`config.mk`:
```
export PLATFORM = sky130hd
export DESIGN_NAME = stereo_cap_top
export DESIGN_NICKNAME = d
export VERILOG_FILES = /design/src/video_pkg.sv /design/src/mem_pkg.sv /design/src/sync_fifo.sv /design/src/cam_capture.sv /design/src/frame_mem_arbiter.sv /design/src/video_timing.sv /design/src/display_reader.sv /design/src/stereo_cap_top.sv
export VERILOG_INCLUDE_DIRS = /design/src /design/src/src
export SDC_FILE = /design/constraint.sdc
export NUM_CORES = 2
export LEC_CHECK = 0
export BUFFER_PORTS_ARGS = -buffer_cell sky130_fd_sc_hd__buf_4
export CORE_MARGIN = 3
export CORE_UTILIZATION = 65
export CTS_BUF_LIST = sky130_fd_sc_hd__clkbuf_4 sky130_fd_sc_hd__clkbuf_8 sky130_fd_sc_hd__clkbuf_16
export DETAILED_ROUTE_END_ITERATION = 8
export PLACE_DENSITY_LB_ADDON = 0.1
export SYNTH_ARGS = -nofsm -noshare
export SYNTH_HDL_FRONTEND = slang
export SYNTH_SLANG_ARGS = --single-unit
```
`constraint.sdc`:
```
create_clock -name clk_25_2m -period 9.65 [get_ports clk_25_2m]
set_clock_uncertainty 0.15 [all_clocks]
set_input_delay 1.93 -clock clk_25_2m [delete_from_list [all_inputs] [get_ports clk_25_2m]]
set_output_delay 1.93 -clock clk_25_2m [all_outputs]
set_load 0.01 [all_outputs]
```
`src/video_consts.svh`:
```
// Frame geometry, blanking, memory layout and FIFO depth defines, included by RTL and testbench
`ifndef VIDEO_CONSTS_SVH
`define VIDEO_CONSTS_SVH

// ========================================
// Camera and display frame size
// ========================================
`define CAM_W 8                  // Pixels per camera line
`define CAM_H 4                  // Lines per camera frame
`define DISP_W (`CAM_W * 2)      // Both cameras side by side

// ========================================
// Blanking intervals
// ========================================
`define H_FP 2                   // Horizontal front porch in pixels
`define H_SYNC 4                 // Horizontal sync width
`define H_BP 2                   // Horizontal back porch
`define H_TOTAL (`DISP_W + `H_FP + `H_SYNC + `H_BP)

`define V_FP 1                   // Vertical front porch in lines
`define V_SYNC 2                 // Vertical sync width
`define V_BP 1                   // Vertical back porch
`define V_TOTAL (`CAM_H + `V_FP + `V_SYNC + `V_BP)

// ========================================
// Frame memory layout and buffering
// ========================================
`define CAM1_BASE 0              // Region written by camera 1
`define CAM2_BASE 32             // Region written by camera 2
`define MEM_WORDS 64             // One pixel per word
`define FIFO_DEPTH 8             // Power of two

`endif

```
`src/video_pkg.sv`:
```
// Pixel and camera byte types shared by the capture, display and output stages
package video_pkg;

	// Raw byte from the camera data bus
	typedef logic [7:0] cam_byte_t;

	// Pixel as the camera sends it over two bytes
	typedef struct packed {
		logic [4:0] r;    // High byte bits 7..3
		logic [5:0] g;    // Split over both bytes
		logic [4:0] b;    // Low byte bits 4..0
	} rgb565_t;

	// Full width pixel as stored in memory and sent to HDMI
	typedef struct packed {
		logic [7:0] r;
		logic [7:0] g;
		logic [7:0] b;
	} pixel_t;

endpackage

```
`src/mem_pkg.sv`:
```
// Address, requester and write-entry types for the shared frame memory
`include "video_consts.svh"

package mem_pkg;

	// Word address into the frame memory
	typedef logic [$clog2(`MEM_WORDS)-1:0] mem_addr_t;

	// Peers on the arbiter, in round-robin order
	typedef enum logic [1:0] {
		req_cam1    = 2'd0,
		req_cam2    = 2'd1,
		req_display = 2'd2
	} req_id_t;

	// Write waiting in a camera FIFO
	typedef struct packed {
		mem_addr_t          addr;  // Absolute memory address
		video_pkg::pixel_t  data;  // Widened pixel
	} mem_wr_t;

endpackage

```
`src/sync_fifo.sv`:
```
// Single-clock first-word fall-through FIFO with the payload type set per instance
`include "video_consts.svh"

module sync_fifo #(
	parameter type payload_t = logic [7:0]
) (
	input  logic                                  clk_25_2m,
	input  logic                                  reset,
	input  logic                                  push,
	input  payload_t                              push_data,
	input  logic                                  pop,
	output payload_t                              pop_data,
	output logic                                  empty,
	output logic                                  full,
	output logic [$clog2(`FIFO_DEPTH + 1)-1:0]    count
);

	localparam int DEPTH = `FIFO_DEPTH;
	localparam int AW = $clog2(DEPTH);          // Pointers wrap on their own

	payload_t       mem [DEPTH];
	logic [AW-1:0]  wr_ptr;
	logic [AW-1:0]  rd_ptr;

	// Storage array
	always_ff @(posedge clk_25_2m) begin
		if (push)
			mem[wr_ptr] <= push_data;
	end

	always_ff @(posedge clk_25_2m) begin
		if (!reset) begin
			wr_ptr <= '0;
			rd_ptr <= '0;
			count  <= '0;
		end else begin
			if (push)
				wr_ptr <= wr_ptr + 1'b1;
			if (pop)
				rd_ptr <= rd_ptr + 1'b1;
			case ({push, pop})
				2'b10:   count <= count + 1'b1;
				2'b01:   count <= count - 1'b1;
				default: count <= count;  // Both or neither
			endcase
		end
	end

	assign pop_data = mem[rd_ptr];              // Head visible without a pop
	assign empty    = (count == '0);
	assign full     = (count == ($bits(count))'(DEPTH));

	// Producers size their traffic so neither case can happen
	a_no_overflow: assert property (@(posedge clk_25_2m) disable iff (!reset)
		!(push && full));
	a_no_underflow: assert property (@(posedge clk_25_2m) disable iff (!reset)
		!(pop && empty));

endmodule

```
`src/cam_capture.sv`:
```
// One camera port, turns RGB565 byte pairs into queued RGB888 memory writes
`include "video_consts.svh"

module cam_capture #(
	parameter mem_pkg::mem_addr_t BASE = '0  // Start of this camera's region
) (
	input  logic                    clk_25_2m,
	input  logic                    reset,
	input  logic                    vsync,
	input  logic                    href,
	input  video_pkg::cam_byte_t    data,
	input  logic                    wr_ready,
	output logic                    wr_valid,
	output mem_pkg::mem_addr_t      wr_addr,
	output video_pkg::pixel_t       wr_data,
	output logic                    frame_done
);

	localparam int FRAME_PIX = `CAM_W * `CAM_H;
	localparam int CW = $clog2(FRAME_PIX + 1);

	logic                   vsync_d;
	logic                   vs_rise;
	logic                   phase;      // High once the first byte is held
	video_pkg::cam_byte_t   hi_byte;
	video_pkg::rgb565_t     px565;
	video_pkg::pixel_t      px888;
	mem_pkg::mem_addr_t     pix_cnt;    // Pixels assembled this frame
	mem_pkg::mem_wr_t       entry;
	mem_pkg::mem_wr_t       head;
	logic                   push;
	logic                   empty;
	logic [CW-1:0]          wr_cnt;     // Writes accepted by the arbiter

	// ========================================
	// Byte pairing
	// ========================================
	assign vs_rise = vsync && !vsync_d;
	assign push    = href && phase;     // Second byte completes a pixel

	always_ff @(posedge clk_25_2m) begin
		if (!reset) begin
			vsync_d <= 1'b0;
			phase   <= 1'b0;
			pix_cnt <= '0;
		end else begin
			vsync_d <= vsync;
			if (vs_rise) begin          // New frame restarts the region
				phase   <= 1'b0;
				pix_cnt <= '0;
			end else if (href) begin
				phase <= !phase;
				if (phase)
					pix_cnt <= pix_cnt + 1'b1;
			end
		end
	end

	always_ff @(posedge clk_25_2m) begin
		if (href && !phase)
			hi_byte <= data;
	end

	// Widen by repeating the top bits into the empty low bits
	always_comb begin
		px565      = video_pkg::rgb565_t'({hi_byte, data});
		px888.r    = {px565.r, px565.r[4:2]};
		px888.g    = {px565.g, px565.g[5:4]};
		px888.b    = {px565.b, px565.b[4:2]};
		entry.addr = BASE + pix_cnt;
		entry.data = px888;
	end

	// ========================================
	// Write queue and request
	// ========================================
	sync_fifo #(.payload_t(mem_pkg::mem_wr_t)) wr_fifo (
		.clk_25_2m (clk_25_2m),
		.reset     (reset),
		.push      (push),
		.push_data (entry),
		.pop       (wr_valid && wr_ready),
		.pop_data  (head),
		.empty     (empty),
		.full      (),
		.count     ()
	);

	assign wr_valid = !empty;           // Head stays put until accepted
	assign wr_addr  = head.addr;
	assign wr_data  = head.data;

	always_ff @(posedge clk_25_2m) begin
		if (!reset) begin
			wr_cnt     <= '0;
			frame_done <= 1'b0;
		end else if (vs_rise) begin
			wr_cnt     <= '0;
			frame_done <= 1'b0;
		end else if (wr_valid && wr_ready) begin
			wr_cnt <= wr_cnt + 1'b1;
			if (wr_cnt == CW'(FRAME_PIX - 1))
				frame_done <= 1'b1;     // Last pixel of the frame is in memory
		end
	end

	a_wr_hold: assert property (@(posedge clk_25_2m) disable iff (!reset)
		wr_valid && !wr_ready |=> wr_valid && $stable(wr_data) && $stable(wr_addr));

endmodule

```
`src/frame_mem_arbiter.sv`:
```
// Round-robin arbiter for two camera writers and the display reader over the frame memory
`include "video_consts.svh"

module frame_mem_arbiter (
	input  logic                  clk_25_2m,
	input  logic                  reset,
	input  logic                  wr_valid_1,
	input  mem_pkg::mem_addr_t    wr_addr_1,
	input  video_pkg::pixel_t     wr_data_1,
	input  logic                  wr_valid_2,
	input  mem_pkg::mem_addr_t    wr_addr_2,
	input  video_pkg::pixel_t     wr_data_2,
	input  logic                  rd_req_valid,
	input  mem_pkg::mem_addr_t    rd_addr,
	output logic                  wr_ready_1,
	output logic                  wr_ready_2,
	output logic                  rd_req_ready,
	output logic                  rd_data_valid,
	output video_pkg::pixel_t     rd_data
);

	video_pkg::pixel_t  mem [`MEM_WORDS];
	mem_pkg::req_id_t   last_grant;
	mem_pkg::req_id_t   grant;
	logic               grant_vld;
	logic [2:0]         req;            // Indexed by requester id

	assign req = {rd_req_valid, wr_valid_2, wr_valid_1};

	// ========================================
	// Grant selection
	// ========================================
	always_comb begin
		int idx;
		grant     = mem_pkg::req_cam1;
		grant_vld = 1'b0;
		// Search starts just after the last winner
		for (int i = 1; i <= 3; i++) begin
			idx = (int'(last_grant) + i) % 3;
			if (!grant_vld && req[idx]) begin
				grant     = mem_pkg::req_id_t'(idx);
				grant_vld = 1'b1;
			end
		end
	end

	assign wr_ready_1   = grant_vld && (grant == mem_pkg::req_cam1);
	assign wr_ready_2   = grant_vld && (grant == mem_pkg::req_cam2);
	assign rd_req_ready = grant_vld && (grant == mem_pkg::req_display);

	always_ff @(posedge clk_25_2m) begin
		if (!reset) begin
			last_grant    <= mem_pkg::req_display;  // Camera 1 goes first
			rd_data_valid <= 1'b0;
		end else begin
			if (grant_vld)
				last_grant <= grant;
			rd_data_valid <= rd_req_ready;          // Fixed one cycle latency
		end
	end

	// ========================================
	// Memory array
	// ========================================
	always_ff @(posedge clk_25_2m) begin
		if (wr_ready_1)
			mem[wr_addr_1] <= wr_data_1;
		if (wr_ready_2)
			mem[wr_addr_2] <= wr_data_2;
		if (rd_req_ready)
			rd_data <= mem[rd_addr];
	end

	a_one_grant: assert property (@(posedge clk_25_2m) disable iff (!reset)
		$onehot0({wr_ready_1, wr_ready_2, rd_req_ready}));

endmodule

```
`src/video_timing.sv`:
```
// Progressive video timing generator, starts at the first active pixel when run rises
`include "video_consts.svh"

module video_timing (
	input  logic clk_25_2m,
	input  logic reset,
	input  logic run,
	output logic de,
	output logic hs,
	output logic vs
);

	localparam int HW = $clog2(`H_TOTAL);
	localparam int VW = $clog2(`V_TOTAL);

	// Region edges along a line
	localparam int HS_START = `DISP_W + `H_FP;
	localparam int HS_END   = HS_START + `H_SYNC;
	// Region edges down a frame
	localparam int VS_START = `CAM_H + `V_FP;
	localparam int VS_END   = VS_START + `V_SYNC;

	logic [HW-1:0] x;
	logic [VW-1:0] y;
	logic          line_end;
	logic          frame_end;

	assign line_end  = (x == HW'(`H_TOTAL - 1));
	assign frame_end = (y == VW'(`V_TOTAL - 1));

	// ========================================
	// Counters
	// ========================================
	always_ff @(posedge clk_25_2m) begin
		if (!reset || !run) begin       // Parked at the origin until started
			x <= '0;
			y <= '0;
		end else if (line_end) begin
			x <= '0;
			if (frame_end)
				y <= '0;
			else
				y <= y + 1'b1;
		end else begin
			x <= x + 1'b1;
		end
	end

	// ========================================
	// Region decode
	// ========================================
	assign de = run
		&& (x < HW'(`DISP_W))
		&& (y < VW'(`CAM_H));               // Active picture

	assign hs = run
		&& (x >= HW'(HS_START))
		&& (x < HW'(HS_END));               // After the front porch

	// Sync spans whole lines, blanking lines only
	assign vs = run
		&& (y >= VW'(VS_START))
		&& (y <= VW'(VS_END - 1));

endmodule

```
`src/display_reader.sv`:
```
// Display side reader, prefetches side-by-side pixels from both regions for the video output
`include "video_consts.svh"

module display_reader (
	input  logic                  clk_25_2m,
	input  logic                  reset,
	input  logic                  cam1_done,
	input  logic                  cam2_done,
	input  logic                  rd_req_ready,
	input  logic                  rd_data_valid,
	input  video_pkg::pixel_t     rd_data,
	input  logic                  pixel_req,
	output logic                  rd_req_valid,
	output mem_pkg::mem_addr_t    rd_addr,
	output logic                  timing_run,
	output video_pkg::pixel_t     pixel
);

	localparam int XW = $clog2(`DISP_W);
	localparam int YW = $clog2(`CAM_H);
	localparam int CW = $clog2(`FIFO_DEPTH + 1);

	logic            fetch_en;      // Both frames are in memory
	logic            reads_done;    // One full frame has been requested
	logic [XW-1:0]   rx;
	logic [YW-1:0]   ry;
	logic            rd_fire;
	logic            last_addr;
	logic            fifo_full;
	logic [CW-1:0]   fifo_count;

	// ========================================
	// Address walk
	// ========================================
	always_comb begin
		if (rx < XW'(`CAM_W))       // Left half from camera 1
			rd_addr = mem_pkg::mem_addr_t'(`CAM1_BASE + ry * `CAM_W + rx);
		else                        // Right half from camera 2
			rd_addr = mem_pkg::mem_addr_t'(`CAM2_BASE + ry * `CAM_W + rx - `CAM_W);
	end

	// Room must cover the read whose data is still on its way
	assign rd_req_valid = fetch_en
		&& ((int'(fifo_count) + int'(rd_data_valid)) < `FIFO_DEPTH);
	assign rd_fire   = rd_req_valid && rd_req_ready;
	assign last_addr = (rx == XW'(`DISP_W - 1)) && (ry == YW'(`CAM_H - 1));

	always_ff @(posedge clk_25_2m) begin
		if (!reset) begin
			rx <= '0;
			ry <= '0;
		end else if (rd_fire) begin
			if (rx == XW'(`DISP_W - 1)) begin
				rx <= '0;
				ry <= ry + 1'b1;    // Wraps to line 0 after the frame
			end else begin
				rx <= rx + 1'b1;
			end
		end
	end

	// ========================================
	// Start control
	// ========================================
	always_ff @(posedge clk_25_2m) begin
		if (!reset) begin
			fetch_en   <= 1'b0;
			reads_done <= 1'b0;
			timing_run <= 1'b0;
		end else begin
			if (cam1_done && cam2_done)
				fetch_en <= 1'b1;
			if (rd_fire && last_addr)
				reads_done <= 1'b1;
			if (fetch_en && (fifo_full || reads_done))
				timing_run <= 1'b1; // Primed, runs from here on
		end
	end

	sync_fifo #(.payload_t(video_pkg::pixel_t)) pix_fifo (
		.clk_25_2m (clk_25_2m),
		.reset     (reset),
		.push      (rd_data_valid),
		.push_data (rd_data),
		.pop       (pixel_req),
		.pop_data  (pixel),
		.empty     (),
		.full      (fifo_full),
		.count     (fifo_count)
	);

endmodule

```
`src/stereo_cap_top.sv`:
```
// Top level of the stereo capture path, cameras into shared memory and out as side-by-side HDMI
`include "video_consts.svh"

module stereo_cap_top (
	input  logic                    clk_25_2m,
	input  logic                    reset,
	input  logic                    cam1_vsync,
	input  logic                    cam1_href,
	input  video_pkg::cam_byte_t    cam1_data,
	input  logic                    cam2_vsync,
	input  logic                    cam2_href,
	input  video_pkg::cam_byte_t    cam2_data,
	output logic                    hdmi_de,
	output logic                    hdmi_hs,
	output logic                    hdmi_vs,
	output video_pkg::pixel_t       hdmi_d
);

	logic                 wr_valid_1, wr_ready_1, wr_valid_2, wr_ready_2;
	mem_pkg::mem_addr_t   wr_addr_1, wr_addr_2, rd_addr;
	video_pkg::pixel_t    wr_data_1, wr_data_2, rd_data, pixel;
	logic                 cam1_done, cam2_done;
	logic                 rd_req_valid, rd_req_ready, rd_data_valid;
	logic                 timing_run, de, hs, vs;

	// ========================================
	// Capture ports
	// ========================================
	cam_capture #(.BASE(mem_pkg::mem_addr_t'(`CAM1_BASE))) capture_cam1 (
		.clk_25_2m (clk_25_2m), .reset (reset),
		.vsync (cam1_vsync), .href (cam1_href), .data (cam1_data),
		.wr_ready (wr_ready_1), .wr_valid (wr_valid_1),
		.wr_addr (wr_addr_1), .wr_data (wr_data_1), .frame_done (cam1_done)
	);

	cam_capture #(.BASE(mem_pkg::mem_addr_t'(`CAM2_BASE))) capture_cam2 (
		.clk_25_2m (clk_25_2m), .reset (reset),
		.vsync (cam2_vsync), .href (cam2_href), .data (cam2_data),
		.wr_ready (wr_ready_2), .wr_valid (wr_valid_2),
		.wr_addr (wr_addr_2), .wr_data (wr_data_2), .frame_done (cam2_done)
	);

	frame_mem_arbiter mem_arb (
		.clk_25_2m (clk_25_2m), .reset (reset),
		.wr_valid_1 (wr_valid_1), .wr_addr_1 (wr_addr_1), .wr_data_1 (wr_data_1),
		.wr_valid_2 (wr_valid_2), .wr_addr_2 (wr_addr_2), .wr_data_2 (wr_data_2),
		.rd_req_valid (rd_req_valid), .rd_addr (rd_addr),
		.wr_ready_1 (wr_ready_1), .wr_ready_2 (wr_ready_2), .rd_req_ready (rd_req_ready),
		.rd_data_valid (rd_data_valid), .rd_data (rd_data)
	);

	// ========================================
	// Display side
	// ========================================
	display_reader reader (
		.clk_25_2m (clk_25_2m), .reset (reset),
		.cam1_done (cam1_done), .cam2_done (cam2_done),
		.rd_req_ready (rd_req_ready), .rd_data_valid (rd_data_valid), .rd_data (rd_data),
		.pixel_req (de), .rd_req_valid (rd_req_valid), .rd_addr (rd_addr),
		.timing_run (timing_run), .pixel (pixel)
	);

	video_timing timing (
		.clk_25_2m (clk_25_2m), .reset (reset), .run (timing_run),
		.de (de), .hs (hs), .vs (vs)
	);

	// Output register keeps data in step with de
	always_ff @(posedge clk_25_2m) begin
		if (!reset) begin
			hdmi_de <= 1'b0;
			hdmi_hs <= 1'b0;
			hdmi_vs <= 1'b0;
			hdmi_d  <= '0;
		end else begin
			hdmi_de <= de;
			hdmi_hs <= hs;
			hdmi_vs <= vs;
			hdmi_d  <= de ? pixel : '0;   // Black during blanking
		end
	end

endmodule

```
==> reports/metrics.csv <==
metric,value,unit
Ys Warns,0,
Sw Ratio,27.57,%
worst-path maximum fanout,16,
vias,30860,
reg-to-reg startpoint,mem_arb.last_grant[0]$_SDFFE_PN0P_,
global route overflow,0,
vias in the first global route,31230,
die width,318.1,um
Port Buffers,48,
cell type with the largest total area after synthesis,edfxtp_1,
clk buf depth,3,
clk sink count,1641,
NumNets Final,3196,
Initial Util,66.06,%
Crit Path Class,flop to flop,
combinational group share of total power,16.2,%
crit-path cells,"inv_1, ha_1, o32a_1, a32o_1, o21ai_0, nand4_1, nor3_4",
largest net degree at the start of global routing,116,
Die Span Y,318.1,um
"count leader, synth",edfxtp_1,
CTS resizes,0,
final-layout fill cell count,5152,
area delta synth->final,12.60,%
IO Count,49,
antenna violations before repair,6,
Synth Register Bits,1641,
top post-synthesis cells by area,"edfxtp_1 (73%), mux4_2 (15%), dfxtp_1 (3.3%), mux2i_1 (1.9%), nor3_1 (0.65%)",
Slew headroom,5.190,%
Worst setup EP type,flop,
share of the synthesized area in the top cell type,72.84,%
minimum clock period,4585,ps
wire per inst,31.83,um
Hold Path Class,flop to flop,
Core Region,0.09586,mm2
first-pass GRT wire length,214.5,mm
status,completed,
DRC,0,
fmax,218.1,MHz
max incr delay on CP,1070,ps
Max VDD drop,273.6,uV
clk root buf,clkbuf_16,
leakage power,21.78,nW
top post-synthesis cells by count,"edfxtp_1 (1,536), mux4_2 (408), mux2i_1 (121), dfxtp_1 (105), clkbuf_1 (93)",
dominant synthesized flop cell,edfxtp_1,
HPWL Detailed,80.86,mm
final setup TNS,0,ps
antenna diode count,0,
Clk pwr share,32.7,%
overall power,18.47,mW
Sw Pwr,5.092,mW
CTS HTree Levels,4,
worst slew pin tran,1420,ps
Post-CTS Setup Bufs,0,
Pint,13.38,mW
Yosys cell types,64,
Tot GR Track Use,29.29,%
asr flop ratio synth,0,%
Final ANT Viol Nets,0,
share of cells above drive strength 1,29.60,%
vias per cell,6.798,
cts hold-fix bufs,0,
Syn Std Cell Area,0.06332,mm2
Max Cap Viol,0,
Setup-failing EPs final,0,
clk slew on worst S/H paths,60,ps
Final Max Slew Viols,0,
CTS tree,yes,
Worst-Skew Late Latency,770,ps
Crit-path slowest cell,nor3_4,
Worst setup SP type,flop,
row cnt,113,
Avg Inst Size Synth,21.28,um2
final hold vios,0,
drt first-iter violations,4262,
die area,0.1012,mm2
TritonCTS buffer count,156,
Syn Nets,3030,
total length of routed wires,144.5,mm
Pwr Density,259.0,mW/mm2
Tcrit/Tclk final,47.52,%
GP Congestion,0.8212,
Mapped Cells,2976,
sequential share of power,51.0,%
RSZ-0062 raised after global routing,false,
post-synthesis sequential area ratio,76.16,%
data required time at the worst endpoint,9880,ps
Post-synth EDFFs,1536,
min-delay src,reader.reads_done$_SDFFE_PN0P_,
start point of the critical path,mem_arb.last_grant[0]$_SDFFE_PN0P_,
DRT Pass-1 Iters,6,
worst endpoint data arrival time,4820,ps
-- layout make-up --
class                           count  area, um2  share of cell area (%)
Timing Repair Buffer              171       1300                   1.823
Clock buffer                      203       4298                   6.027
Tap cell                         1265       1583                   2.220
Multi-Input combinational cell   1144      14950                   20.97
Inverter                           28      106.4                  0.1491
Sequential cell                  1641      48240                   67.66
Clock inverter                     87      824.5                   1.156
-- layer usage --
metal  wire [um]  vias up  GRT usage (%)
met2       70110     1733          45.48
met1       53990    16120          42.09
li1            -    12720              -
met5          27        -              0
met3       14440      281          5.987
met4        5922        4          11.53
-- final timing paths --
kind | to | slack (ps) | cells past startpoint
worst max register to register | mem_arb.mem[41][5]$_DFFE_PP_ | 5060 | 7
worst min-delay path | reader.reads_done$_SDFFE_PN0P_ | 320 | 1
worst min register to register | reader.reads_done$_SDFFE_PN0P_ | 320 | 1
worst max-delay path | mem_arb.mem[41][5]$_DFFE_PP_ | 5060 | 7
-- state kept, by name (all words and copies together), names as in the netlist, 5 cells and up, named ones only --
signal and flops:
reader.pix_fifo.mem 128, capture_cam1.wr_fifo.mem 176, capture_cam2.hi_byte 8, timing.x 5, capture_cam1.hi_byte 8, mem_arb.rd_data 16
capture_cam1.pix_cnt 6, capture_cam2.pix_cnt 6, capture_cam2.wr_cnt 6, hdmi_d 16, capture_cam1.wr_cnt 6, capture_cam2.wr_fifo.mem 176
mem_arb.mem 1024
-- critical path, delay by kind of cell (launching register included) --
kind	cells	cell delay, ps
adders and majority gates	1	280
and+or+nand+nor	2	1950
buffers and inverters	1	100
AOI/OAI and AO/OA	3	1330
DFF	1	380
-- stage by stage --
step	hold slack [ps]	utilization [%]	cells	cell area [um2]	setup slack (ps)
after floorplan	279.7	-	2976	63320	4294
after global placement	289.7	69.01	4248	66150	5192
after detailed placement	308.3	69.01	4248	66150	4919
after CTS	323.0	74.35	4538	71280	4890
after global routing	343.4	74.39	4539	71310	4866
final	320.9	74.39	4539	71310	5065
-- layout by cell type (no fill, tap or decap), drive strengths merged, types with 12 or more instances in the layout --
cell and instances:
nor2b 30, nor2 66, mux2i 121, ha 31, nand2 62, dfxtp 105, bufinv 12, mux4 408
xnor2 23, clkbuf 203, a21oi 52, inv 30, nand3 13, buf 171, xor2 18, o22ai 22
o221ai 32, nand2b 15, and2 23, edfxtp 1536, clkinv 69, nor3 82, o21ai 24, a21boi 13
a211oi 19
-- power by group through the flow --
stage / combinational [mW] / clock, mW / sequential [mW]
global placement: 2.77 / 0 / 9.53
CTS: 2.97 / 6.12 / 9.42
global route: 3.17 / 6.41 / 9.44
detailed placement: 2.95 / 0 / 9.56
finish: 3.00 / 6.05 / 9.42
floorplan: 1.44 / 0 / 9.62
-- kinds of logic after synthesis --
group,share of synthesized area [%]
flops,76.16
simple gates,2.768
compound gates,2.124
mux,16.46
buf+inv,1.280
xor+xnor,0.5671
fa+ha+maj,0.6441
(Power assumes the default switching activity.)
